**src/source/conv_accum_pkg.sv**
```systemverilog
package conv_accum_pkg;

  //////////////////////////////
  // Data widths
  //////////////////////////////

  localparam int PXL_WIDTH = 32;

  // Pixel index, sized for the largest supported image
  localparam int IDX_WIDTH = 16;

  //////////////////////////////
  // Credit depths
  //////////////////////////////

  // Input FIFO depth, also the upstream's starting credits
  localparam int IN_CREDITS = 4;

  // Credits held by the output stage after reset
  localparam int OUT_CREDITS = 4;

  //////////////////////////////
  // Types
  //////////////////////////////

  typedef logic signed [PXL_WIDTH-1:0] pxl_t;

  // Channel and position are implied by arrival order
  typedef struct packed {
    pxl_t data;
  } in_beat_t;

  typedef enum logic [1:0] {
    OP_FIRST  = 2'd0,  // store the pixel
    OP_MID    = 2'd1,  // add and store
    OP_LAST   = 2'd2,  // add and emit
    OP_SINGLE = 2'd3   // emit as is, single-channel layer
  } acc_op_t;

  typedef struct packed {
    acc_op_t              op;
    logic [IDX_WIDTH-1:0] idx;
    pxl_t                 pxl;
  } acc_req_t;

  typedef struct packed {
    pxl_t sum;
    logic last;
  } out_beat_t;

endpackage

```
**src/source/channel_adder.sv**
```systemverilog
module channel_adder
  import conv_accum_pkg::*;
#(
  parameter int IMAGE_SIZE = 256
) (
  input  logic                 clk,
  input  logic                 reset,
  input  logic                 req_valid,
  input  acc_req_t             req,
  input  pxl_t                 rd_data,
  input  logic                 res_full,
  output logic                 stall,
  output logic                 rd_en,
  output logic [IDX_WIDTH-1:0] rd_addr,
  output logic                 wr_en,
  output logic [IDX_WIDTH-1:0] wr_addr,
  output pxl_t                 wr_data,
  output logic                 res_valid,
  output out_beat_t            res
);

  logic                 accept;
  logic                 s1_valid;
  acc_req_t             s1_req;
  pxl_t                 sum;
  logic                 s2_valid;
  acc_op_t              s2_op;
  logic [IDX_WIDTH-1:0] s2_idx;
  pxl_t                 s2_sum;
  logic                 s2_emit;

  assign s2_emit   = (s2_op == OP_LAST) || (s2_op == OP_SINGLE);
  assign res_valid = s2_valid && s2_emit;

  // Freeze the whole pipe while a result waits on a full output FIFO
  assign stall  = res_valid && res_full;
  assign accept = req_valid && !stall;

  // Only mid and last channels need the stored sum
  assign rd_en   = accept && ((req.op == OP_MID) || (req.op == OP_LAST));
  assign rd_addr = req.idx;

  //////////////////////////////
  // Stage 1, buffer read
  //////////////////////////////

  always_ff @(posedge clk) begin
    if (reset) begin
      s1_valid <= 1'b0;
    end else if (!stall) begin
      s1_valid <= accept;
    end
  end

  always_ff @(posedge clk) begin
    if (!stall) begin
      s1_req <= req;
    end
  end

  // First channel adds zero
  always_comb begin
    if ((s1_req.op == OP_FIRST) || (s1_req.op == OP_SINGLE)) begin
      sum = s1_req.pxl;
    end else begin
      sum = s1_req.pxl + rd_data;
    end
  end

  //////////////////////////////
  // Stage 2, write-back or emit
  //////////////////////////////

  always_ff @(posedge clk) begin
    if (reset) begin
      s2_valid <= 1'b0;
    end else if (!stall) begin
      s2_valid <= s1_valid;
    end
  end

  always_ff @(posedge clk) begin
    if (!stall) begin
      s2_op  <= s1_req.op;
      s2_idx <= s1_req.idx;
      s2_sum <= sum;
    end
  end

  assign wr_en   = s2_valid && !s2_emit;
  assign wr_addr = s2_idx;
  assign wr_data = s2_sum;

  assign res.sum  = s2_sum;
  assign res.last = (s2_idx == IDX_WIDTH'(IMAGE_SIZE - 1));

endmodule

```
**config.mk**
```make
export PLATFORM = sky130hd
export DESIGN_NAME = channel_adder
export DESIGN_NICKNAME = d
export VERILOG_FILES = /design/src/source/conv_accum_pkg.sv /design/src/source/channel_adder.sv
export SDC_FILE = /design/constraint.sdc
export NUM_CORES = 1
export LEC_CHECK = 0
export BUFFER_PORTS_ARGS = -buffer_cell sky130_fd_sc_hd__buf_2
export CAP_MARGIN = 40
export CORE_MARGIN = 1.5
export CORE_UTILIZATION = 45
export DETAILED_ROUTE_END_ITERATION = 10
export GPL_TIMING_DRIVEN = 0
export PLACE_DENSITY = 0.78
export SYNTH_ARGS = -nofsm -noshare
export SYNTH_HDL_FRONTEND = slang
export SYNTH_SLANG_ARGS = --single-unit
```
**constraint.sdc**
```tcl
create_clock -name clk -period 12.7 [get_ports clk]
set_input_delay 2.54 -clock clk [delete_from_list [all_inputs] [get_ports clk]]
set_output_delay 2.54 -clock clk [all_outputs]
set_load 0.01 [all_outputs]
```
Yosys cells after proc, flatten, opt, wreduce, memory -nomap -nowiden
Index checks and enable logic that the tools add are counted.
{ "op_classes": {"reduce_logical": 11, "add_sub_neg": 1, "n_eq_ne": 6, "muxes": 1} }
{ "ops": {"columns": ["operator", "count"], "rows": [
  ["$add A32 B32 Y32", 1],
  ["$mux W32", 1],
  ["$eq A16 B8 Y1 const B", 1],
  ["$eq A2 B2 Y1 const B", 4],
  ["$logic_and A1 B1 Y1", 5],
  ["$logic_or A1 B1 Y1", 3],
  ["$eq A2 B1 Y1 const B", 1],
  ["$logic_not A1 Y1", 2],
  ["$logic_not A2 Y1", 1]
]} }
{ "word_totals": {"elab_cells": 27, "reg_bits": 102} }

Depth between registers and ports, before layout
{ "depth": {"ltp_word": 7, "mapped_depth": 10} }

Worst setup path after synthesis
OpenSTA, ideal clock, no wires.
{ "synth_path": {"kind": "in2out", "from": "in res_full", "to": "out rd_en", "required_ps": 10160, "arrival_ps": 5175, "cell_stages": 2, "slack_ps": 4985, "cell_sequence": "nand2_1 and3_1"} }
{ "synth_via": {"elab_chain_len": 4} }
{ "synth_lines": {"columns": ["element", "line_no", "source"], "rows": [
  ["start: declaration", "channel_adder.sv:11", "input logic res_full,"],
  ["$logic_and A1 B1 Y1", "channel_adder.sv:36", "assign stall = res_valid && res_full;"],
  ["$logic_not A1 Y1", null, null],
  ["$logic_and A1 B1 Y1", "channel_adder.sv:37", "assign accept = req_valid && !stall;"],
  ["$logic_and A1 B1 Y1", "channel_adder.sv:40", "assign rd_en = accept && ((req.op == OP_MID) || (req.op == OP_LAST));"],
  ["end: declaration", "channel_adder.sv:13", "output logic rd_en,"]
]} }
No other way between the ends.

Final worst setup path
Same ends and word-level chain as after synthesis.

==> results_dict.tcl <==
set metrics [dict create \
    status "completed" \
    dieArea_mm2 0.0130 \
    finClkSkew_ps 8.45 \
    clkSinkCount 101 \
    syn_avg_cell_area_um2 11.6 \
    critPathKind "in2out" \
    cts_resized 0 \
    cp_common_cell "buf_2" \
    leakagePower_nw 3.16 \
    grt_max_degree 58 \
    period_share_pct 49.9 \
    power_density_mw_per_mm2 137 \
    start_util_pct 46.0 \
    final_cells 827 \
    cts_buffer_depth 2 \
    fin_crit_ps 6340 \
    yosys_warnings 0 \
    hold_viol 0 \
    drv_cap 0 \
    first_global_vias 4242 \
    ys_seq_area_share_pct 54.5 \
    cts_buffers 9 \
    ff_latch_area_mm2 0.00301 \
    slew_violations 0 \
    syn_area_mm2 0.00553 \
    syn-num-nets 595 \
    multi_input_area_mm2 0.00206 \
    syn_to_final_growth_pct 26.2 \
    dieWidth_um 114 \
    synth_top_flop_cell "edfxtp_1" \
    final_util_pct 58.1 \
    grt_use_total_pct 20.4 \
    core_region_area_mm2 0.0120 \
    cts_tree "built" \
    hold_ws_ps 422 \
    cp-end-kind "primary output" \
    crit_family "simple AND/OR/NAND/NOR gates" \
    synth-edff-count 99 \
    htree_levels 3 \
    path_cells "buf_2, nand2_4, buf_16, and3_1, buf_2" \
    drt_first_pass_iters 4 \
    drt-initial-drc-count 189 \
    port_buffers 186 \
    clk_pin_slew_ps 70 \
    grt_pass1_wl_mm 20.5 \
    drive_gt1_share_pct 39.3 \
    rows 40 \
    cp_data_arrival_time_ps 3800 \
    start_kind "input port" \
    cp_slowest_stage_delay_ps 460 \
    clockRootBuffer "clkbuf_16" \
    routed_wirelength_mm 13.0 \
    critPathBufInv 3 \
    fillers 1011 \
    fin_nets 793 \
    hold_class "reg2reg" \
    drcViolationCount 0 \
    wl_per_cell_um 15.8 \
    maxSlewHeadroom_pct 53.5 \
    num_antenna_cells 0 \
    postCtsHoldBufs 0 \
    max-vdd-ir-drop_mv 0.142 \
    crit_required_ps 10160 \
    rsz0062_at_grt "no" \
    ys_seq_elements 101 \
    grt.overflow.total 0 \
    clock_latency_ps 350 \
    ant_nets 0 \
    power_mw 0.953 \
    vias_per_cell 5.12 \
    setup_violations 0 \
    syn_inst 477 \
    fin_tns_setup_ps 0 \
    cts_setup_buffers 0 \
    critPathMaxFanout 57 \
    tightest_slew_ps 697 \
    synth_cell_types 50 \
    slowest_stage "nand2_4" \
    ys_async_sr_fraction_pct 0 \
    num_vias 4236 \
    pin_count 187 \
    hpwl_mm 9.84 \
    timing.fmax_ghz 0.158 \
    place.gp.congestion 0.844 \
    dp.cells 811 \
    die_height_um 114 \
    antenna_found_initial 0 \
]
[cell type report]
class / count / area share, %
buffer: 60 / 5.86
timing repair buffer: 187 / 13.7
sequential: 101 / 43.2
tap: 147 / 2.64
clock inverter: 6 / 1.02
multi-input combinational: 303 / 29.6
inverter: 13 / 0.699
clock buffer: 10 / 3.28
[worst paths after layout]
check	start	end	slack [ps]	cells past startpoint
worst max-delay path	res_full	rd_en	6360	5
worst min register to register	s1_req[32]$_DFFE_PN_	wr_addr[0]$_DFFE_PN_	420	0
worst min-delay path	s1_req[32]$_DFFE_PN_	wr_addr[0]$_DFFE_PN_	420	0
worst max register to register	s1_req[0]$_DFFE_PN_	wr_data[20]$_DFFE_PN_	9400	10
[synth_stat cells, types with 3 or more instances]
master    instances  area, um2
a211oi_1          5       37.5
o21a_1            4       30.0
o21ai_0          12       60.1
and2_1            4       25.0
nor3_1            4       20.0
clkbuf_1         11       41.3
nor2_1           39        146
a21oi_1          49        245
ha_1             31        388
o211ai_1          6       45.0
a21o_1           15        113
nand3_1           5       25.0
o21bai_1          7       52.6
mux2i_1           3       30.0
inv_1            13       48.8
nand4_1           8       50.1
xor2_1           10       87.6
edfxtp_1         99       2970
buf_4            49        368
nand2_1          43        161
o31ai_1           4       30.0
xnor2_1          19        166
[cells by family (layout without fill, tap and decap cells)]
family                     count (synthesis)  after routing  share of synthesized area (%)
adders and majority gates                 32             32                           7.38
xor gates and xnor gates                  29             29                           4.60
AOI/OAI and AO/OA                        122            122                           15.0
muxes                                      4              4                          0.747
DFF                                      101            101                           54.5
buffers and inverters                     73            276                           8.29
and+or+nand+nor                          116            116                           9.46
[placed cells by master (no fill, tap or decap), types with 3 or more instances in the layout]
cell type,count
buf_2,186
edfxtp_1,99
a21oi_1,49
buf_4,49
nand2_1,42
nor2_1,39
ha_1,31
xnor2_1,19
a21o_1,15
inv_1,13
clkbuf_1,12
o21ai_0,12
xor2_1,10
clkbuf_16,9
nand4_1,8
o21bai_1,7
o211ai_1,6
nand3_1,5
a211oi_1,5
o31ai_1,4
and2_1,4
o21a_1,4
nor3_1,4
mux2i_1,3
[worst register-to-register path: cells and delay by family (launching register included)]
| kind | cells | cell delay, ps |
|---|---|---|
| compound gates | 7 | 1830 |
| xor+xnor | 1 | 140 |
| fa+ha+maj | 2 | 660 |
| flops | 1 | 390 |
[power breakdown]
group | switching (mW) | internal [mW]
Clock | 0.123 | 0.155
Combinational | 0.131 | 0.119
Sequential | 0.0179 | 0.408
Total | 0.272 | 0.681
[per-layer routing]
layer | global-route usage [%] | share of wire (%) | vias to the layer above
li1 | - | - | 2103
met1 | 25.0 | 42 | 1961
met2 | 35.5 | 50 | 157
met3 | 5.58 | 7.0 | 15
met4 | 6.00 | 1.7 | 0
met5 | 0 | 0 | -
[registers in the layout, indices dropped and copies added (netlist names)]
name,cells
s1_req,50
s1_valid,1
s2_op,1
s2_valid,1
wr_addr,16
wr_data,32
[per-stage QoR]
stage	setup slack (ps)	cell area [um2]
finish	6360	6980
global route	6250	6980
detailed placement	6340	6680
CTS	6330	6980
floorplan	4980	5530
global placement	4100	6640
No activity file was read; power rests on OpenSTA's default activity.
