`src/source/conv_accum_pkg.sv`:
```
package conv_accum_pkg;

  //////////////////////////////
  // Data widths
  //////////////////////////////

  localparam int PXL_WIDTH = 32;

  // Pixel index, sized for the largest supported image
  localparam int IDX_WIDTH = 16;

  //////////////////////////////
  // Credit depths
  //////////////////////////////

  // Input FIFO depth, also the upstream's starting credits
  localparam int IN_CREDITS = 4;

  // Credits held by the output stage after reset
  localparam int OUT_CREDITS = 4;

  //////////////////////////////
  // Types
  //////////////////////////////

  typedef logic signed [PXL_WIDTH-1:0] pxl_t;

  // Channel and position are implied by arrival order
  typedef struct packed {
    pxl_t data;
  } in_beat_t;

  typedef enum logic [1:0] {
    OP_FIRST  = 2'd0,  // store the pixel
    OP_MID    = 2'd1,  // add and store
    OP_LAST   = 2'd2,  // add and emit
    OP_SINGLE = 2'd3   // emit as is, single-channel layer
  } acc_op_t;

  typedef struct packed {
    acc_op_t              op;
    logic [IDX_WIDTH-1:0] idx;
    pxl_t                 pxl;
  } acc_req_t;

  typedef struct packed {
    pxl_t sum;
    logic last;
  } out_beat_t;

endpackage

```
`src/source/result_credit_stage.sv`:
```
module result_credit_stage
  import conv_accum_pkg::*;
(
  input  logic      clk,
  input  logic      reset,
  input  logic      res_valid,
  input  out_beat_t res,
  input  logic      out_credit,
  output logic      res_full,
  output logic      out_valid,
  output out_beat_t out_beat
);

  localparam int FIFO_DEPTH = 4;
  localparam int PTR_W      = $clog2(FIFO_DEPTH);
  localparam int CNT_W      = $clog2(FIFO_DEPTH + 1);
  localparam int CRD_W      = $clog2(OUT_CREDITS + 1);

  out_beat_t        fifo_mem [FIFO_DEPTH];
  logic [PTR_W-1:0] wr_ptr;
  logic [PTR_W-1:0] rd_ptr;
  logic [CNT_W-1:0] fifo_cnt;
  logic [CRD_W-1:0] credit_cnt;
  logic             push;

  //////////////////////////////
  // Output FIFO
  //////////////////////////////

  assign res_full = (fifo_cnt == CNT_W'(FIFO_DEPTH));
  assign push     = res_valid && !res_full;

  always_ff @(posedge clk) begin
    if (push) begin
      fifo_mem[wr_ptr] <= res;
    end
  end

  // Send whenever a beat is queued and a credit is held
  assign out_valid = (fifo_cnt != '0) && (credit_cnt != '0);
  assign out_beat  = fifo_mem[rd_ptr];

  always_ff @(posedge clk) begin
    if (reset) begin
      wr_ptr   <= '0;
      rd_ptr   <= '0;
      fifo_cnt <= '0;
    end else begin
      if (push) begin
        wr_ptr <= (wr_ptr == PTR_W'(FIFO_DEPTH - 1)) ? '0 : wr_ptr + 1'b1;
      end
      if (out_valid) begin
        rd_ptr <= (rd_ptr == PTR_W'(FIFO_DEPTH - 1)) ? '0 : rd_ptr + 1'b1;
      end
      fifo_cnt <= fifo_cnt + CNT_W'(push) - CNT_W'(out_valid);
    end
  end

  //////////////////////////////
  // Downstream credits
  //////////////////////////////

  // Spend and return in one cycle cancel out
  always_ff @(posedge clk) begin
    if (reset) begin
      credit_cnt <= CRD_W'(OUT_CREDITS);
    end else begin
      credit_cnt <= credit_cnt - CRD_W'(out_valid) + CRD_W'(out_credit);
    end
  end

endmodule

```
`config.mk`:
```
export PLATFORM = sky130hd
export DESIGN_NAME = result_credit_stage
export DESIGN_NICKNAME = d
export VERILOG_FILES = /design/src/source/conv_accum_pkg.sv /design/src/source/result_credit_stage.sv
export SDC_FILE = /design/constraint.sdc
export NUM_CORES = 1
export LEC_CHECK = 0
export BUFFER_PORTS_ARGS = -buffer_cell sky130_fd_sc_hd__buf_2
export CORE_MARGIN = 8
export CORE_UTILIZATION = 57
export DETAILED_ROUTE_END_ITERATION = 16
export HOLD_SLACK_MARGIN = 0.02
export PLACE_DENSITY = 0.79
export SLEW_MARGIN = 40
export SYNTH_ARGS = -nofsm -noshare
export SYNTH_HDL_FRONTEND = slang
export SYNTH_SLANG_ARGS = --single-unit
```
`constraint.sdc`:
```
create_clock -name clk -period 3.13 [get_ports clk]
set_input_delay 0.626 -clock clk [delete_from_list [all_inputs] [get_ports clk]]
set_output_delay 0.626 -clock clk [all_outputs]
set_load 0.05 [all_outputs]
```
**Yosys cells after proc, flatten, opt, wreduce, memory -nomap -nowiden**

Memories as Yosys holds them, arrays and structs flattened. A register that Yosys moved wholly into a read port is not among the register bits.
Cells that the tools add are included.

- Add/sub/neg operators: 6
- Eq/ne operators: 3
- Multiplexer cells: 6
- Reductions and logical operators: 5

Operator list:

| cell | number |
|---|---|
| 2-to-1 mux 2 bit | 4 |
| adder 3 x 1 -> 3 bit | 2 |
| nonzero test 3 bit | 2 |
| subtractor 3 x 1 -> 3 bit | 2 |
| adder 2 x 1 -> 2 bit, second input constant | 2 |
| equality test 2 bit, second input constant | 2 |
| equality test 3 bit, second input constant | 1 |
| logical AND 1 bit | 2 |
| 2-to-1 mux 1 bit | 2 |
| zero test 1 bit | 1 |

- Register bits after elaboration: 10
- RAM bits: 132
- Bits of input ports: 37
- Output and inout port bits: 35
- Logic and storage cells: 25
- Memories kept: 1

Memories:

| name | words | width | rd ports | clocked after Yosys merged registers in | write ports | line | text |
|---|---|---|---|---|---|---|---|
| fifo_mem | 4 | 33 | 1 | 1 | 1 | result_credit_stage.sv:19 | `out_beat_t fifo_mem [FIFO_DEPTH];` |

**Longest topological paths before layout**

- Word-level depth: 5
- Mapped depth: 12
- Depth with buffers taken out: 11

**Least setup slack after synthesis**

No wires, ideal clock.

- Path kind: reg-to-reg
- Start point: register fifo_cnt[1]
- End point: register fifo_cnt[2]
- Setup time: 78 ps
- Arrival: 2236 ps
- Data required time: 3052 ps
- Slack: 816 ps
- Stages on the path, launching flop included: 13
- Buffers on the path: 1
- Period minus slack after synthesis: 2314 ps
- Cell sequence: dfxtp_1 > or3b_1 > buf_6 > and2_4 > inv_1 > ha_1 > inv_1 > ha_1 > inv_1 > fa_1 > xor2_1 > and2_1 > nor3_1

- Cells in the longest elaborated chain, start to end: 5
- Elaborated cells between the ends (all ways): 7
- Those cells by class: add/sub (2); eq/ne (1); reduce/logical (4)

RTL lines:

| item | line | text |
|---|---|---|
| start, declared | result_credit_stage.sv:22 | `logic [CNT_W-1:0] fifo_cnt;` |
| start signal, assigned | result_credit_stage.sv:55 | `fifo_cnt <= fifo_cnt + CNT_W'(push) - CNT_W'(out_valid);` |
| equality test 3 bit | result_credit_stage.sv:30 | `assign res_full = (fifo_cnt == CNT_W'(FIFO_DEPTH));` |
| zero test 1 bit | result_credit_stage.sv:31 | `assign push = res_valid && !res_full;` |
| logical AND 1 bit | result_credit_stage.sv:31 |  |
| adder 3 x 1 -> 3 bit | result_credit_stage.sv:55 |  |
| subtractor 3 x 1 -> 3 bit * | result_credit_stage.sv:55 |  |

Every way passes the cells marked *; elsewhere a longest branch is shown, timed or not.
A chain may end at the register's enable or synchronous reset.

==> results.py <==
metrics = {
    "outcome": {
        "outcome": "finished, final reports clean",
    },
    "placed_design": {
        "port_buffers": 71,
        "gp_congestion": 0.7026,
        "place.detailed.hpwl_mm": 5.612,
    },
    "logic_synthesis": {
        "ys_top_cells_by_count": "edfxtp_1, mux4_2, dfxtp_1",
        "ys_seq_elements": 144,
        "synth_area_per_cell_um2": 22.12,
        "yosysMostFrequentCell": "edfxtp_1",
        "yosysTopAreaCellShare_pct": 73.15,
        "yosys_most_used_dff": "edfxtp_1",
        "async_flop_share_pct": 0,
        "synth_warnings": 0,
        "syn-num-nets": 292,
        "synth_cell_types": 30,
        "postSynthCellCount": 245,
        "synth_area_leaders": "edfxtp_1, mux4_2, dfxtp_1, ha_1, fa_1",
        "yosysTopAreaCell": "edfxtp_1",
        "synth-seq-area-share_pct": 77.58,
        "synth-edff-count": 132,
        "syn_area_um2": 5419,
    },
    "finish": {
        "synthToLayoutAreaGrowth_pct": 21.22,
        "drive_gt1_share_pct": 43.44,
        "antenna_cells": 0,
        "utilization_pct": 71.09,
        "nNetsFinal": 377,
    },
    "drt": {
        "wl_per_cell_um": 19.91,
        "vias": 2582,
        "viasPerCell": 5.470,
        "drt_iter0_drc": 125,
        "route.detailed.drc": 0,
        "drt-pass1-iter-count": 4,
        "wirelength_mm": 9.397,
        "ant_nets": 0,
    },
    "floorplan": {
        "fp.dieH_um": 113.5,
        "pin_count": 72,
        "die_w_um": 113.5,
        "start_util_pct": 58.65,
        "die-area_um2": 12880,
        "core-area_um2": 9240,
        "num_rows": 35,
    },
    "setup_path": {
        "startpoint_type": "flip-flop",
        "r2r_start": "fifo_cnt[1]",
        "reg2reg_to": "fifo_cnt[2]",
        "cp_slowest_stage_delay_ps": 610,
        "worstSetupPathType": "flip-flop to output port",
        "cp.required_ps": 2500,
        "ff2ff_setup_slack_ps": 640,
        "r2r_cells": 11,
        "path_cells": "buf_4 -> mux4_2 -> buf_2",
        "worstPathArrival_ps": 2070,
        "cp-end-kind": "output port",
        "critPathMaxFanout": 17,
        "endpoint": "out_beat[1]",
        "crit_slowest_cell": "dfxtp_2",
    },
    "timing": {
        "period_share_pct": 86.15,
        "slew_violations": 0,
        "setup_viol": 0,
        "fin_tns_setup_ps": 0,
        "rsz0062_at_grt": "no",
        "final.min_clock_period_ps": 2696,
        "fmax_mhz": 370.9,
        "hold_viol_final": 0,
        "tightest_slew_ps": 528.7,
        "max-slew-margin-rel_pct": 64.75,
        "finClkSkew_ps": 7.112,
    },
    "clock_tree": {
        "ctsLongestPathBuffers": 2,
        "htreeDepth": 4,
        "postCtsSetupBuffers": 0,
        "clk_root_buffer_cell": "clkbuf_8",
        "cts_made_buffers": 17,
        "hold_buffers": 0,
        "clk_pin_slew_ps": 70,
        "cts-resized-gates": 0,
        "clkSinkCount": 144,
        "cts_tree": "yes",
        "clk_latency_ps": 510,
    },
    "pwr": {
        "swShare_pct": 34.76,
        "clock_power_share_pct": 31.9,
        "peakVddDrop_uv": 625.7,
        "p_int_mw": 4.424,
        "power.switching_mw": 2.357,
        "p_comb_share_pct": 31.6,
        "power_density_nw_per_um2": 1032,
        "p_leak_nw": 2.321,
        "seqPwrFrac_pct": 36.5,
    },
    "flow_run": {
        "max_cap_violations": 0,
    },
    "grt": {
        "grt_usage_pct": 15.26,
        "antenna_found_initial": 0,
        "grt_pass1_vias": 2859,
        "grt-ovfl-total": 0,
        "grt_max_degree": 34,
        "grt_pass1_wl_mm": 14.50,
    },
    "worst_hold_path": {
        "hold_class": "input pin to flip-flop",
    },
}
how the worst min path moves through the flow:
stage                          from         endpoint  slack, ps  cells after the start
after detailed placement  rd_ptr[1]        rd_ptr[1]        520                      2
after global routing         res[6]   fifo_mem[2][6]        310                      1
after floorplan           rd_ptr[1]        flip-flop        490                      2
after CTS                    res[6]   fifo_mem[2][6]        310                      1
after global placement    rd_ptr[1]        rd_ptr[1]        510                      2
final                       res[25]  fifo_mem[0][25]        330                      1
through the flow:
step                worst slack [ps]  instances  power [mW]  hold WS [ps]  instance area [um^2]
global route                   354.3        472       7.042         311.7                  6569
finish                         433.6        472       6.781         326.2                  6569
global placement               755.3        440       4.637         507.0                  5916
floorplan                      815.8        245       4.211         493.0                  5419
CTS                            391.8        472       6.848         311.1                  6569
detailed placement             656.5        440       4.679         516.8                  5923
power by group through the flow:
stage / clock [mW] / combinational [mW] / sequential (mW)
2_1_floorplan: 0 / 1.77 / 2.45
3_3_place_gp: 0 / 2.14 / 2.50
3_5_place_dp: 0 / 2.16 / 2.51
4_1_cts: 2.19 / 2.18 / 2.48
5_1_grt: 2.26 / 2.28 / 2.50
6_report: 2.16 / 2.14 / 2.47
per-layer routing:
layer,GRT usage (%),part of all wire (%),vias to the layer above
met2,26.27,53,90
met1,17.09,40,1308
met4,6.217,1.2,0
met3,5.124,6.3,9
li1,-,-,1175
met5,0,0,-
kinds of logic (layout without fill, tap and decap cells):
family                   count (synthesis)  count (layout)  share of synthesized area (%)
AO/OA/AOI/OAI                           10              10                          1.108
XOR/XNOR                                 3               3                         0.4850
adder cells (fa/ha/maj)                 10              10                          2.586
buffers and inverters                   19             117                          1.755
flip-flops                             144             144                          77.58
multiplexers                            33              33                          13.72
AND/OR/NAND/NOR                         26              26                          2.771
final cells by class:
cell class,instances,area (um^2)
clock inverter,14,227.7
clock buffer,18,417.9
sequential,144,4207
tap,129,161.4
inverter,9,33.78
timing repair buffer,76,392.9
fill,568,2671
multi-input combinational,82,1129
critical path, delay by kind of cell (launching register included):
family / cells / cell delay (ps)
buffers and inverters: 2 / 580
DFF: 1 / 610
muxes: 1 / 370
sequential cells by signal, summed over array words and instances (netlist names), named ones only:
signal,count
rd_ptr,2
credit_cnt,3
fifo_mem,132
fifo_cnt,3
wr_ptr,2
cells in the final DEF (no fill, tap or decap), types with 2 or more instances in the layout:
master,count
inv_6,4
and3_2,2
clkinv_4,3
ha_1,8
buf_4,5
edfxtp_1,132
o21ai_0,3
nand2_1,2
bufinv_16,5
mux4_2,33
nand3_1,3
fa_1,2
xor2_1,2
nor3_1,4
a21oi_1,5
dfxtp_1,10
clkbuf_16,16
dfxtp_2,2
nor2_1,4
and3_4,2
inv_1,9
buf_2,71
nor2b_1,2
(Power assumes the default switching activity.)
