$ cat src/source/conv_accum_pkg.sv
package conv_accum_pkg;

  //////////////////////////////
  // Data widths
  //////////////////////////////

  localparam int PXL_WIDTH = 32;

  // Pixel index, sized for the largest supported image
  localparam int IDX_WIDTH = 16;

  //////////////////////////////
  // Credit depths
  //////////////////////////////

  // Input FIFO depth, also the upstream's starting credits
  localparam int IN_CREDITS = 4;

  // Credits held by the output stage after reset
  localparam int OUT_CREDITS = 4;

  //////////////////////////////
  // Types
  //////////////////////////////

  typedef logic signed [PXL_WIDTH-1:0] pxl_t;

  // Channel and position are implied by arrival order
  typedef struct packed {
    pxl_t data;
  } in_beat_t;

  typedef enum logic [1:0] {
    OP_FIRST  = 2'd0,  // store the pixel
    OP_MID    = 2'd1,  // add and store
    OP_LAST   = 2'd2,  // add and emit
    OP_SINGLE = 2'd3   // emit as is, single-channel layer
  } acc_op_t;

  typedef struct packed {
    acc_op_t              op;
    logic [IDX_WIDTH-1:0] idx;
    pxl_t                 pxl;
  } acc_req_t;

  typedef struct packed {
    pxl_t sum;
    logic last;
  } out_beat_t;

endpackage

$ cat src/source/channel_sequencer.sv
module channel_sequencer
  import conv_accum_pkg::*;
#(
  parameter int IMAGE_SIZE  = 256,
  parameter int CHANNEL_NUM = 512
) (
  input  logic     clk,
  input  logic     reset,
  input  logic     in_valid,
  input  in_beat_t in_beat,
  input  logic     stall,
  output logic     in_credit,
  output logic     req_valid,
  output acc_req_t req
);

  localparam int PTR_W = (IN_CREDITS > 1) ? $clog2(IN_CREDITS) : 1;
  localparam int CNT_W = $clog2(IN_CREDITS + 1);
  localparam int CH_W  = (CHANNEL_NUM > 1) ? $clog2(CHANNEL_NUM) : 1;

  in_beat_t             fifo_mem [IN_CREDITS];
  logic [PTR_W-1:0]     wr_ptr;
  logic [PTR_W-1:0]     rd_ptr;
  logic [CNT_W-1:0]     fifo_cnt;
  logic                 fifo_full;
  logic                 push;
  logic                 pop;
  logic [IDX_WIDTH-1:0] pix_cnt;
  logic [CH_W-1:0]      ch_cnt;
  acc_op_t              op;

  //////////////////////////////
  // Input credit FIFO
  //////////////////////////////

  assign fifo_full = (fifo_cnt == CNT_W'(IN_CREDITS));
  assign push      = in_valid && !fifo_full;
  assign req_valid = (fifo_cnt != '0);
  assign pop       = req_valid && !stall;

  // One credit back upstream per popped beat
  assign in_credit = pop;

  always_ff @(posedge clk) begin
    if (push) begin
      fifo_mem[wr_ptr] <= in_beat;
    end
  end

  always_ff @(posedge clk) begin
    if (reset) begin
      wr_ptr   <= '0;
      rd_ptr   <= '0;
      fifo_cnt <= '0;
    end else begin
      if (push) begin
        wr_ptr <= (wr_ptr == PTR_W'(IN_CREDITS - 1)) ? '0 : wr_ptr + 1'b1;
      end
      if (pop) begin
        rd_ptr <= (rd_ptr == PTR_W'(IN_CREDITS - 1)) ? '0 : rd_ptr + 1'b1;
      end
      fifo_cnt <= fifo_cnt + CNT_W'(push) - CNT_W'(pop);
    end
  end

  //////////////////////////////
  // Pixel and channel counters
  //////////////////////////////

  always_ff @(posedge clk) begin
    if (reset) begin
      pix_cnt <= '0;
      ch_cnt  <= '0;
    end else if (pop) begin
      if (pix_cnt == IDX_WIDTH'(IMAGE_SIZE - 1)) begin
        pix_cnt <= '0;
        ch_cnt  <= (ch_cnt == CH_W'(CHANNEL_NUM - 1)) ? '0 : ch_cnt + 1'b1;
      end else begin
        pix_cnt <= pix_cnt + 1'b1;
      end
    end
  end

  // Decode the channel position into an accumulate op
  always_comb begin
    if (CHANNEL_NUM == 1) begin
      op = OP_SINGLE;
    end else if (ch_cnt == '0) begin
      op = OP_FIRST;
    end else if (ch_cnt == CH_W'(CHANNEL_NUM - 1)) begin
      op = OP_LAST;
    end else begin
      op = OP_MID;
    end
  end

  // Head of FIFO, held steady while stalled
  assign req.op  = op;
  assign req.idx = pix_cnt;
  assign req.pxl = fifo_mem[rd_ptr].data;

endmodule

$ cat config.mk
export PLATFORM = sky130hd
export DESIGN_NAME = channel_sequencer
export DESIGN_NICKNAME = d
export VERILOG_FILES = /design/src/source/conv_accum_pkg.sv /design/src/source/channel_sequencer.sv
export SDC_FILE = /design/constraint.sdc
export NUM_CORES = 1
export LEC_CHECK = 0
export BUFFER_PORTS_ARGS = -buffer_cell sky130_fd_sc_hd__buf_4
export CAP_MARGIN = 25
export CORE_MARGIN = 2
export CORE_UTILIZATION = 51
export DETAILED_ROUTE_END_ITERATION = 8
export PLACE_DENSITY_LB_ADDON = 0.08
export SYNTH_ARGS = -nofsm -noshare
export SYNTH_HDL_FRONTEND = slang
export SYNTH_SLANG_ARGS = --single-unit
$ cat constraint.sdc
create_clock -name clk -period 2.6 [get_ports clk]
set_clock_uncertainty 0.05 [all_clocks]
set_input_delay 0.13 -clock clk [delete_from_list [all_inputs] [get_ports clk]]
set_output_delay 0.13 -clock clk [all_outputs]
set_load 0.005 [all_outputs]
# ---- Word level (Yosys, flattened, before mapping)
# Memory sizes are Yosys's and may differ from the RTL's. A register that Yosys moved wholly into a read port is not among the register bits.
# Cells that the tools add are included.
dict set report word_totals {
  register_bits 32
  n_memories 1
  word_cells 34
  ramBits 128
}
# name words width read_ports rd_clocked_by_memory_dff write_ports line
set mem_list {}
lappend mem_list {fifo_mem 4 32 1 1 1 channel_sequencer.sv:21} ;# in_beat_t fifo_mem [IN_CREDITS];
dict set report op_classes {
  n_eq_ne 5
  add_sub_neg 6
  reduce_logical 7
  n_mux 10
}
# cell n
set op_table {}
lappend op_table {{adder 16 x 1 -> 16 bit (second input constant)} 1}
lappend op_table {{== test 16 x 8 -> 1 bit (second input constant)} 1}
lappend op_table {{two-way mux 16 bit} 1}
lappend op_table {{two-way mux 2 bit} 6}
lappend op_table {{adder 9 x 1 -> 9 bit (second input constant)} 1}
lappend op_table {{== test 9 bit (second input constant)} 1}
lappend op_table {{zero test 9 bit} 1}
lappend op_table {{two-way mux 9 bit} 1}
lappend op_table {{adder 2 x 1 -> 2 bit (second input constant)} 2}
lappend op_table {{== test 2 bit (second input constant)} 2}
lappend op_table {{adder 3 x 1 -> 3 bit} 1}
lappend op_table {{== test 3 bit (second input constant)} 1}
lappend op_table {{nonzero test 3 bit} 1}
lappend op_table {{subtractor 3 x 1 -> 3 bit} 1}
lappend op_table {{logical AND 1 bit} 2}
lappend op_table {{zero test 1 bit} 2}
lappend op_table {{two-way mux 1 bit} 2}
lappend op_table {{AND reduction 2 bit} 1}

# ---- Depth between registers and ports, before layout
# Gate-level depths: netlist (run 1).
dict set report depth {
  depth_word 5
  ltp_mapped 10
  ltp_nobuf 10
}

# ---- Worst setup path after synthesis (run 1)
# OpenSTA, ideal clock, no wires.
dict set report synth_timing {
  path_kind {register -> register}
  from {register ch_cnt[0]}
  to {register ch_cnt[5]}
  setup_slack_ns -0.012
  stages_incl_launch_ff 10
  t_required_ns 2.479
  path_buffers 1
  arrival_ns 2.492
  path_cell_list {dfxtp_1 ha_1 and3_1 and3_1 and3_1 ha_1 buf_1 nor3_1 or4b_1 a21oi_1}
}
dict set report synth_between {
  elab_chain_len 2
  elab_cells_between_ends 3
}
# element line
set synth_rtl {}
lappend synth_rtl {{start: declaration} channel_sequencer.sv:29} ;# logic [CH_W-1:0] ch_cnt;
lappend synth_rtl {{start signal: assignment} channel_sequencer.sv:77} ;# ch_cnt <= (ch_cnt == CH_W'(CHANNEL_NUM - 1)) ? '0 : ch_cnt + 1'b1;
lappend synth_rtl {{adder 9 x 1 -> 9 bit / == test 9 bit (equally long branches)} channel_sequencer.sv:77}
lappend synth_rtl {{two-way mux 9 bit (*)} channel_sequencer.sv:77}
# Mark *: on every way between the ends. The rest lies on a longest branch, timed or not.
# A chain may end at the register's enable or synchronous reset.

# ---- Final worst setup path (run 1)
# Same ends and word-level chain as after synthesis.

==> results of run 1 <==
[metal layers]
metal,part of all wire,vias to the layer above,global-route usage,routed length (µm)
met4,0.013,0,0.08413,164
met5,0,-,0,0
met1,0.44,1898,0.2533,5345
met3,0.050,14,0.05596,610
met2,0.50,103,0.3189,6165
li1,-,1794,-,-
[synthesized netlist by cell type (2+ instances only)]
| library cell | n |
|---|---|
| a21oi_1 | 22 |
| nor3_1 | 7 |
| a31o_2 | 2 |
| mux2i_1 | 2 |
| edfxtp_1 | 128 |
| or4_1 | 5 |
| or4_4 | 2 |
| ha_1 | 11 |
| o31ai_1 | 5 |
| nand3_1 | 10 |
| nor2b_1 | 2 |
| clkbuf_1 | 8 |
| inv_1 | 13 |
| nor2_1 | 14 |
| nor4b_1 | 3 |
| mux4_2 | 32 |
| o311ai_0 | 4 |
| and2_1 | 4 |
| buf_1 | 6 |
| nand2_1 | 14 |
| nand4_1 | 4 |
| a31oi_1 | 2 |
| xor2_1 | 2 |
| o41ai_1 | 3 |
| o21ai_0 | 7 |
| nor4_1 | 4 |
| dfxtp_1 | 34 |
| and3_1 | 4 |
| or3_1 | 6 |
| xnor2_1 | 5 |
[power breakdown]
part / internal, mW / leakage, nW / switching [mW]
Combinational: 0.788 / 1.18 / 0.654
Sequential: 3.06 / 1.45 / 0.101
Clock: 1.47 / 0.281 / 0.913
[cells by family after synthesis]
kind of cell	after synthesis	share of synthesized area
fa+ha+maj	12	0.02462
compound gates	49	0.04729
simple gates	87	0.07856
mux	34	0.1157
buf+inv	28	0.01759
flops	162	0.7067
xor+xnor	7	0.009576
[worst max-delay path by stage]
stage,depth (start not counted),start,to
after global placement,8,ch_cnt[0],ch_cnt[5]
final,8,ch_cnt[0],ch_cnt[5]
after floorplan,9,ch_cnt[0],ch_cnt[5]
after detailed placement,8,ch_cnt[0],ch_cnt[5]
after CTS,8,ch_cnt[0],ch_cnt[5]
after global routing,9,ch_cnt[0],ch_cnt[3]
[stage by stage]
| stage | hold slack [ps] | cell area [µm²] | setup WS, ps |
|---|---|---|---|
| 6_report | 86.74 | 8279 | 232.4 |
| 5_1_grt | 102.9 | 8279 | 79.29 |
| 4_1_cts | 57.56 | 8277 | 167.5 |
| 3_5_place_dp | 284.1 | 7372 | 175.1 |
| 3_3_place_gp | 278.9 | 7372 | 224.6 |
| 2_1_floorplan | 178.9 | 6407 | 115.3 |
[worst min-delay path, cell delays in order]
cell,delay [ps]
buf_4,140
nor4b_1,70
xnor2_1,120
nor2_1,30
[repair_timing]
item | in CTS | in global routing
resized for setup | 0 | 1
hold buffers | 33 | 0
endpoints found under the setup margin | 0 | 1
endpoints found under the hold margin | 140 | 0
[registers in the layout, summed over array words and instances (netlist names), named ones only]
| signal | count |
|---|---|
| fifo_mem | 128 |
| pix_cnt | 16 |
| ch_cnt | 9 |
| fifo_cnt | 3 |
| rd_ptr | 2 |
| wr_ptr | 2 |
[cell type report]
class	instances	area share
repair buffers	136	0.1378
multi-input cells	189	0.2148
clock inverters	4	0.005743
well taps	168	0.02539
inverters	13	0.005894
clock buffers	28	0.06362
flip-flops and latches	162	0.5468
==> summary.txt, run 1 <==
Hold Path Sink: pix_cnt[4]
CP delay by family, top: simple AND/OR/NAND/NOR gates
Asr flop ratio synth: 0
Post-Syn Instances: 379
Die ar.: 13,470 µm²
FF-to-FF path depth: 8
Startpoint type of the worst setup path: register
# port buffers: 87
Fin. max-slew vios: 0
Total of max-cap violations: 0
Worst hold-check path type: in2reg
Core box area: 12,110 µm²
Antenna Nets Post-Route: 0
Cell taking the most area after synthesis: edfxtp_1
Multi-input logic area: 1778 µm²
Power density cells: 843.6 nW/µm²
Clk slew on worst S/H paths: 60 ps
RePlAce Congestion: 0.8380
Period Utilization, post-route: 0.9106
Gr ovfl total: 0
Post-synth EDFFs: 128
Boundary Pins: 88
Critical path endpoint category: register
Post-synth net total: 427
Die Wd: 116.0 µm
Nets: 567
P&R area growth vs syn: 29.31%
First-pass GRT wire length: 19,530 µm
DP HPWL: 7872 µm
Worst hold path depth: 4
Dpl cells: 635
Most frequent cells in the layout: edfxtp_1, buf_4, dlygate4sd3_1, mux4_2, dfxtp_1
Synthesized area: 6402 µm²
Share of layout cells above drive strength 1: 0.3308
Status: completed
Initial DRC Count: 249
Share of the synthesized area in the top cell type: 0.6004
Die Y: 116.0 µm
Total power: 6.984 mW
WL final: 12,290 µm
Critical path class: reg2reg
Final hold violation count: 0
Tightest Pin Transition: 628.7 ps
Initial antenna violation count: 0
Reg2Reg Setup Slack: 230 ps
H-Tree Depth: 4
CTS buffer count: 17
Worst path cell trace: ha_1 > and3_1 > and3_1 > and3_1 > ha_2 > nor3_2 > or4b_1 > a21oi_1
Vias per cell: 5.441
Worst r2r dst: ch_cnt[5]
Sequential fraction of the synthesis area: 0.7067
GRT Util Overall: 0.1975
Ant. Diodes: 0
Filler cells: 854
Most used cell, CP: and3_1
Area contributors post-synth: edfxtp_1, mux4_2, dfxtp_1
VDD IR max: 430.4 µV
Hold_sp: stall
Clock sinks: 162
Primary FF master, synth: edfxtp_1
Starting density of the core: 0.5286
Crit-path slowest cell: or4b_1
Synthesis-stage register bit count: 162
WL/cell: 17.55 µm
Vias in the first global route: 3,880
Reg-to-reg startpoint: ch_cnt[0]
Fin cells: 700
Worst stage delay on the critical path: 440 ps
Ys Warns: 0
Leakage: 2.911 nW
# Post-CTS Setup Buffers: 0
Endpoints failing setup: 0
Longest Clk Path Bufs: 2
Latest clock arrival within the worst-skew pair: 420 ps
Register Area: 4527 µm²
Via count: 3,809
WP data arrival: 2670 ps
Post-synth cell types: 44
Residual DRC count: 0
Final design utilization: 0.6836
Slew HR: 0.5777
Largest net degree at the start of global routing: 23
Worst Path Max Fanout: 8
Mean Syn Cell Area: 16.89 µm²
TritonCTS clock tree: built
Critical Path RT: 2900 ps
Minimum clock period: 2368 ps
Critical path buffers and inverters: 0
Clock root buffer: clkbuf_16
Num rows: 40
1st-pass router iterations: 4
Commonest non-fill, non-tap cell in the layout: edfxtp_1
F_max: 422.4 MHz
RSZ-0062 raised after global routing: false
Setup_tns: 0 ps
Power figures use the tool's default switching activity.
==> inputs of run 2 (changes only) <==
--- a/config.mk
+++ b/config.mk
@@ -8,9 +8,8 @@
 export BUFFER_PORTS_ARGS = -buffer_cell sky130_fd_sc_hd__buf_4
 export CAP_MARGIN = 25
 export CORE_MARGIN = 2
-export CORE_UTILIZATION = 51
+export CORE_UTILIZATION = 39
 export DETAILED_ROUTE_END_ITERATION = 8
-export PLACE_DENSITY_LB_ADDON = 0.08
 export SYNTH_ARGS = -nofsm -noshare
 export SYNTH_HDL_FRONTEND = slang
 export SYNTH_SLANG_ARGS = --single-unit
==> run 2 against run 1 <==
Clock-buffer cell count is 10 lower; fmax fell by 0.39%; worst setup slack got worse by 9.2 ps; via count grew 0.71%; largest power group unchanged; core utilization shrank 16 points; die area increased by 30%; combinational power is essentially flat; routed wire length grew 3.3%.
==> summary.txt, run 2 (synthesis gave the netlist of run 1 again) <==
Critical Path RT: 2900 ps
DP HPWL: 7827 µm
Flop pwr share: 0.466
Fin. max-slew vios: 0
Critical path endpoint category: register
FF-to-FF path depth: 8
Boundary Pins: 88
Die Y: 132.1 µm
Reg-to-reg startpoint: ch_cnt[0]
CTS buffer count: 17
Nets: 563
Ant. Diodes: 0
Die Wd: 132.1 µm
Clock Power Share: 0.321
Minimum clock period: 2377 ps
Top flop regs: fifo_mem (128), pix_cnt (16), ch_cnt (9)
RePlAce Congestion: 0.8350
Commonest non-fill, non-tap cell in the layout: edfxtp_1
WL/cell: 17.10 µm
Worst Path Max Fanout: 8
Max FFs per register: 128
Dpl cells: 679
Endpoints failing setup: 0
Crit. Startpoint: ch_cnt[0]
Largest net degree at the start of global routing: 33
Status: completed
Via count: 3,836
Startpoint type of the worst setup path: register
Setup_tns: 0 ps
Total power: 6.824 mW
Residual DRC count: 0
Period Utilization, post-route: 0.9142
Antenna Nets Post-Route: 0
1st-pass router iterations: 6
Num rows: 46
H-Tree Depth: 4
Leakage: 2.866 nW
# port buffers: 87
Final hold violation count: 0
Worst hold path depth: 4
Worst r2r dst: ch_cnt[5]
VDD IR max: 535.0 µV
Final design utilization: 0.5198
Latest clock arrival within the worst-skew pair: 410 ps
Filler cells: 1,336
Power density cells: 823.5 nW/µm²
TritonCTS clock tree: built
Gr ovfl total: 0
Most flops, register: fifo_mem
WP data arrival: 2680 ps
Total of max-cap violations: 0
Starting density of the core: 0.4016
Clock sinks: 162
Combinational share of power: 0.213
Worst hold-check path type: in2reg
Slew HR: 0.6245
Tightest Pin Transition: 559.0 ps
Hold Path Sink: pix_cnt[5]
Critical path class: reg2reg
First-pass GRT wire length: 20,560 µm
Clk slew on worst S/H paths: 60 ps
Hold_sp: stall
Most frequent cells in the layout: edfxtp_1, buf_4, dlygate4sd3_1, mux4_2, dfxtp_1
P&R area growth vs syn: 29.43%
Clock root buffer: clkbuf_16
Die ar.: 17,460 µm²
Worst setup margin: 223.1 ps
# Post-CTS Setup Buffers: 0
Core box area: 15,940 µm²
GRT Util Overall: 0.1534
Power Internal: 5.075 mW
P_sw: 1.750 mW
Share of layout cells above drive strength 1: 0.3289
Initial antenna violation count: 0
RSZ-0062 raised after global routing: false
Sw frac: 0.2564
F_max: 420.7 MHz
Reg2Reg Setup Slack: 220 ps
Longest Clk Path Bufs: 2
WL final: 12,690 µm
Vias in the first global route: 3,984
Vias per cell: 5.170
Dpl ws: 174.8 ps
Fin cells: 742
Initial DRC Count: 178
[run 2: changes by cell type in the layout (fill, tap and decap cells not counted), moves of 2 or more]
cell        previous run  this run
clkbuf_8               6         0
buf_4                100        93
clkinv_4               0         2
clkinvlp_4             1         3
inv_6                  0         3
clkbuf_1               5         1
buf_12                 3         6
[run 2: area by class of cell]
| type | instances | area, µm² | share of cell area |
|---|---|---|---|
| Clock buffer | 18 | 429.2 | 0.05179 |
| Clock inverter | 12 | 85.08 | 0.01027 |
| Inverter | 13 | 48.80 | 0.005889 |
| Multi-Input combinational cell | 189 | 1778 | 0.2146 |
| Sequential cell | 162 | 4527 | 0.5463 |
| Tap cell | 216 | 270.3 | 0.03261 |
| Timing Repair Buffer | 132 | 1149 | 0.1386 |
[run 2: per-layer routing]
metal | vias up | track usage | wire [µm]
li1 | 1800 | - | -
met4 | 0 | 0.05072 | 187
met1 | 1914 | 0.1868 | 5555
met3 | 21 | 0.05882 | 752
met2 | 101 | 0.2520 | 6191
met5 | - | 0 | 0
[run 2: worst max-delay path, cell delays in order (launching register included)]
cell,delay (ps)
dfxtp_1,350
ha_1,240
and3_1,220
and3_1,190
and3_1,210
ha_2,240
nor3_2,220
or4b_1,450
a21oi_1,150
[run 2: timing repair]
item,CTS,global route
endpoints found under the setup margin,0,2
resized for setup,0,1
hold endpoints to repair,131,0
hold buffers,33,0
[run 2: how the worst max path moves through the flow]
stage / cells after the start / end / slack (ps)
finish: 8 / ch_cnt[5] / 220
global route: 9 / ch_cnt[3] / 60
CTS: 8 / ch_cnt[5] / 160
detailed placement: 8 / ch_cnt[5] / 170
global placement: 8 / ch_cnt[5] / 220
floorplan: 9 / ch_cnt[5] / 120
[run 2: through the flow]
| step | hold slack [ps] | cell area, µm² |
|---|---|---|
| 2_1_floorplan | 178.9 | 6407 |
| 3_3_place_gp | 279.4 | 7440 |
| 3_5_place_dp | 283.3 | 7440 |
| 4_1_cts | 53.96 | 8284 |
| 5_1_grt | 67.56 | 8287 |
| 6_report | 84.25 | 8287 |
[run 2: power groups by stage]
stage          clock network, mW  logic, mW  registers [mW]
2_1_floorplan                  0      0.778            3.18
3_3_place_gp                   0       1.41            3.23
3_5_place_dp                   0       1.44            3.24
4_1_cts                     2.24       1.48            3.19
5_1_grt                     2.36       1.57            3.21
6_report                    2.19       1.45            3.18
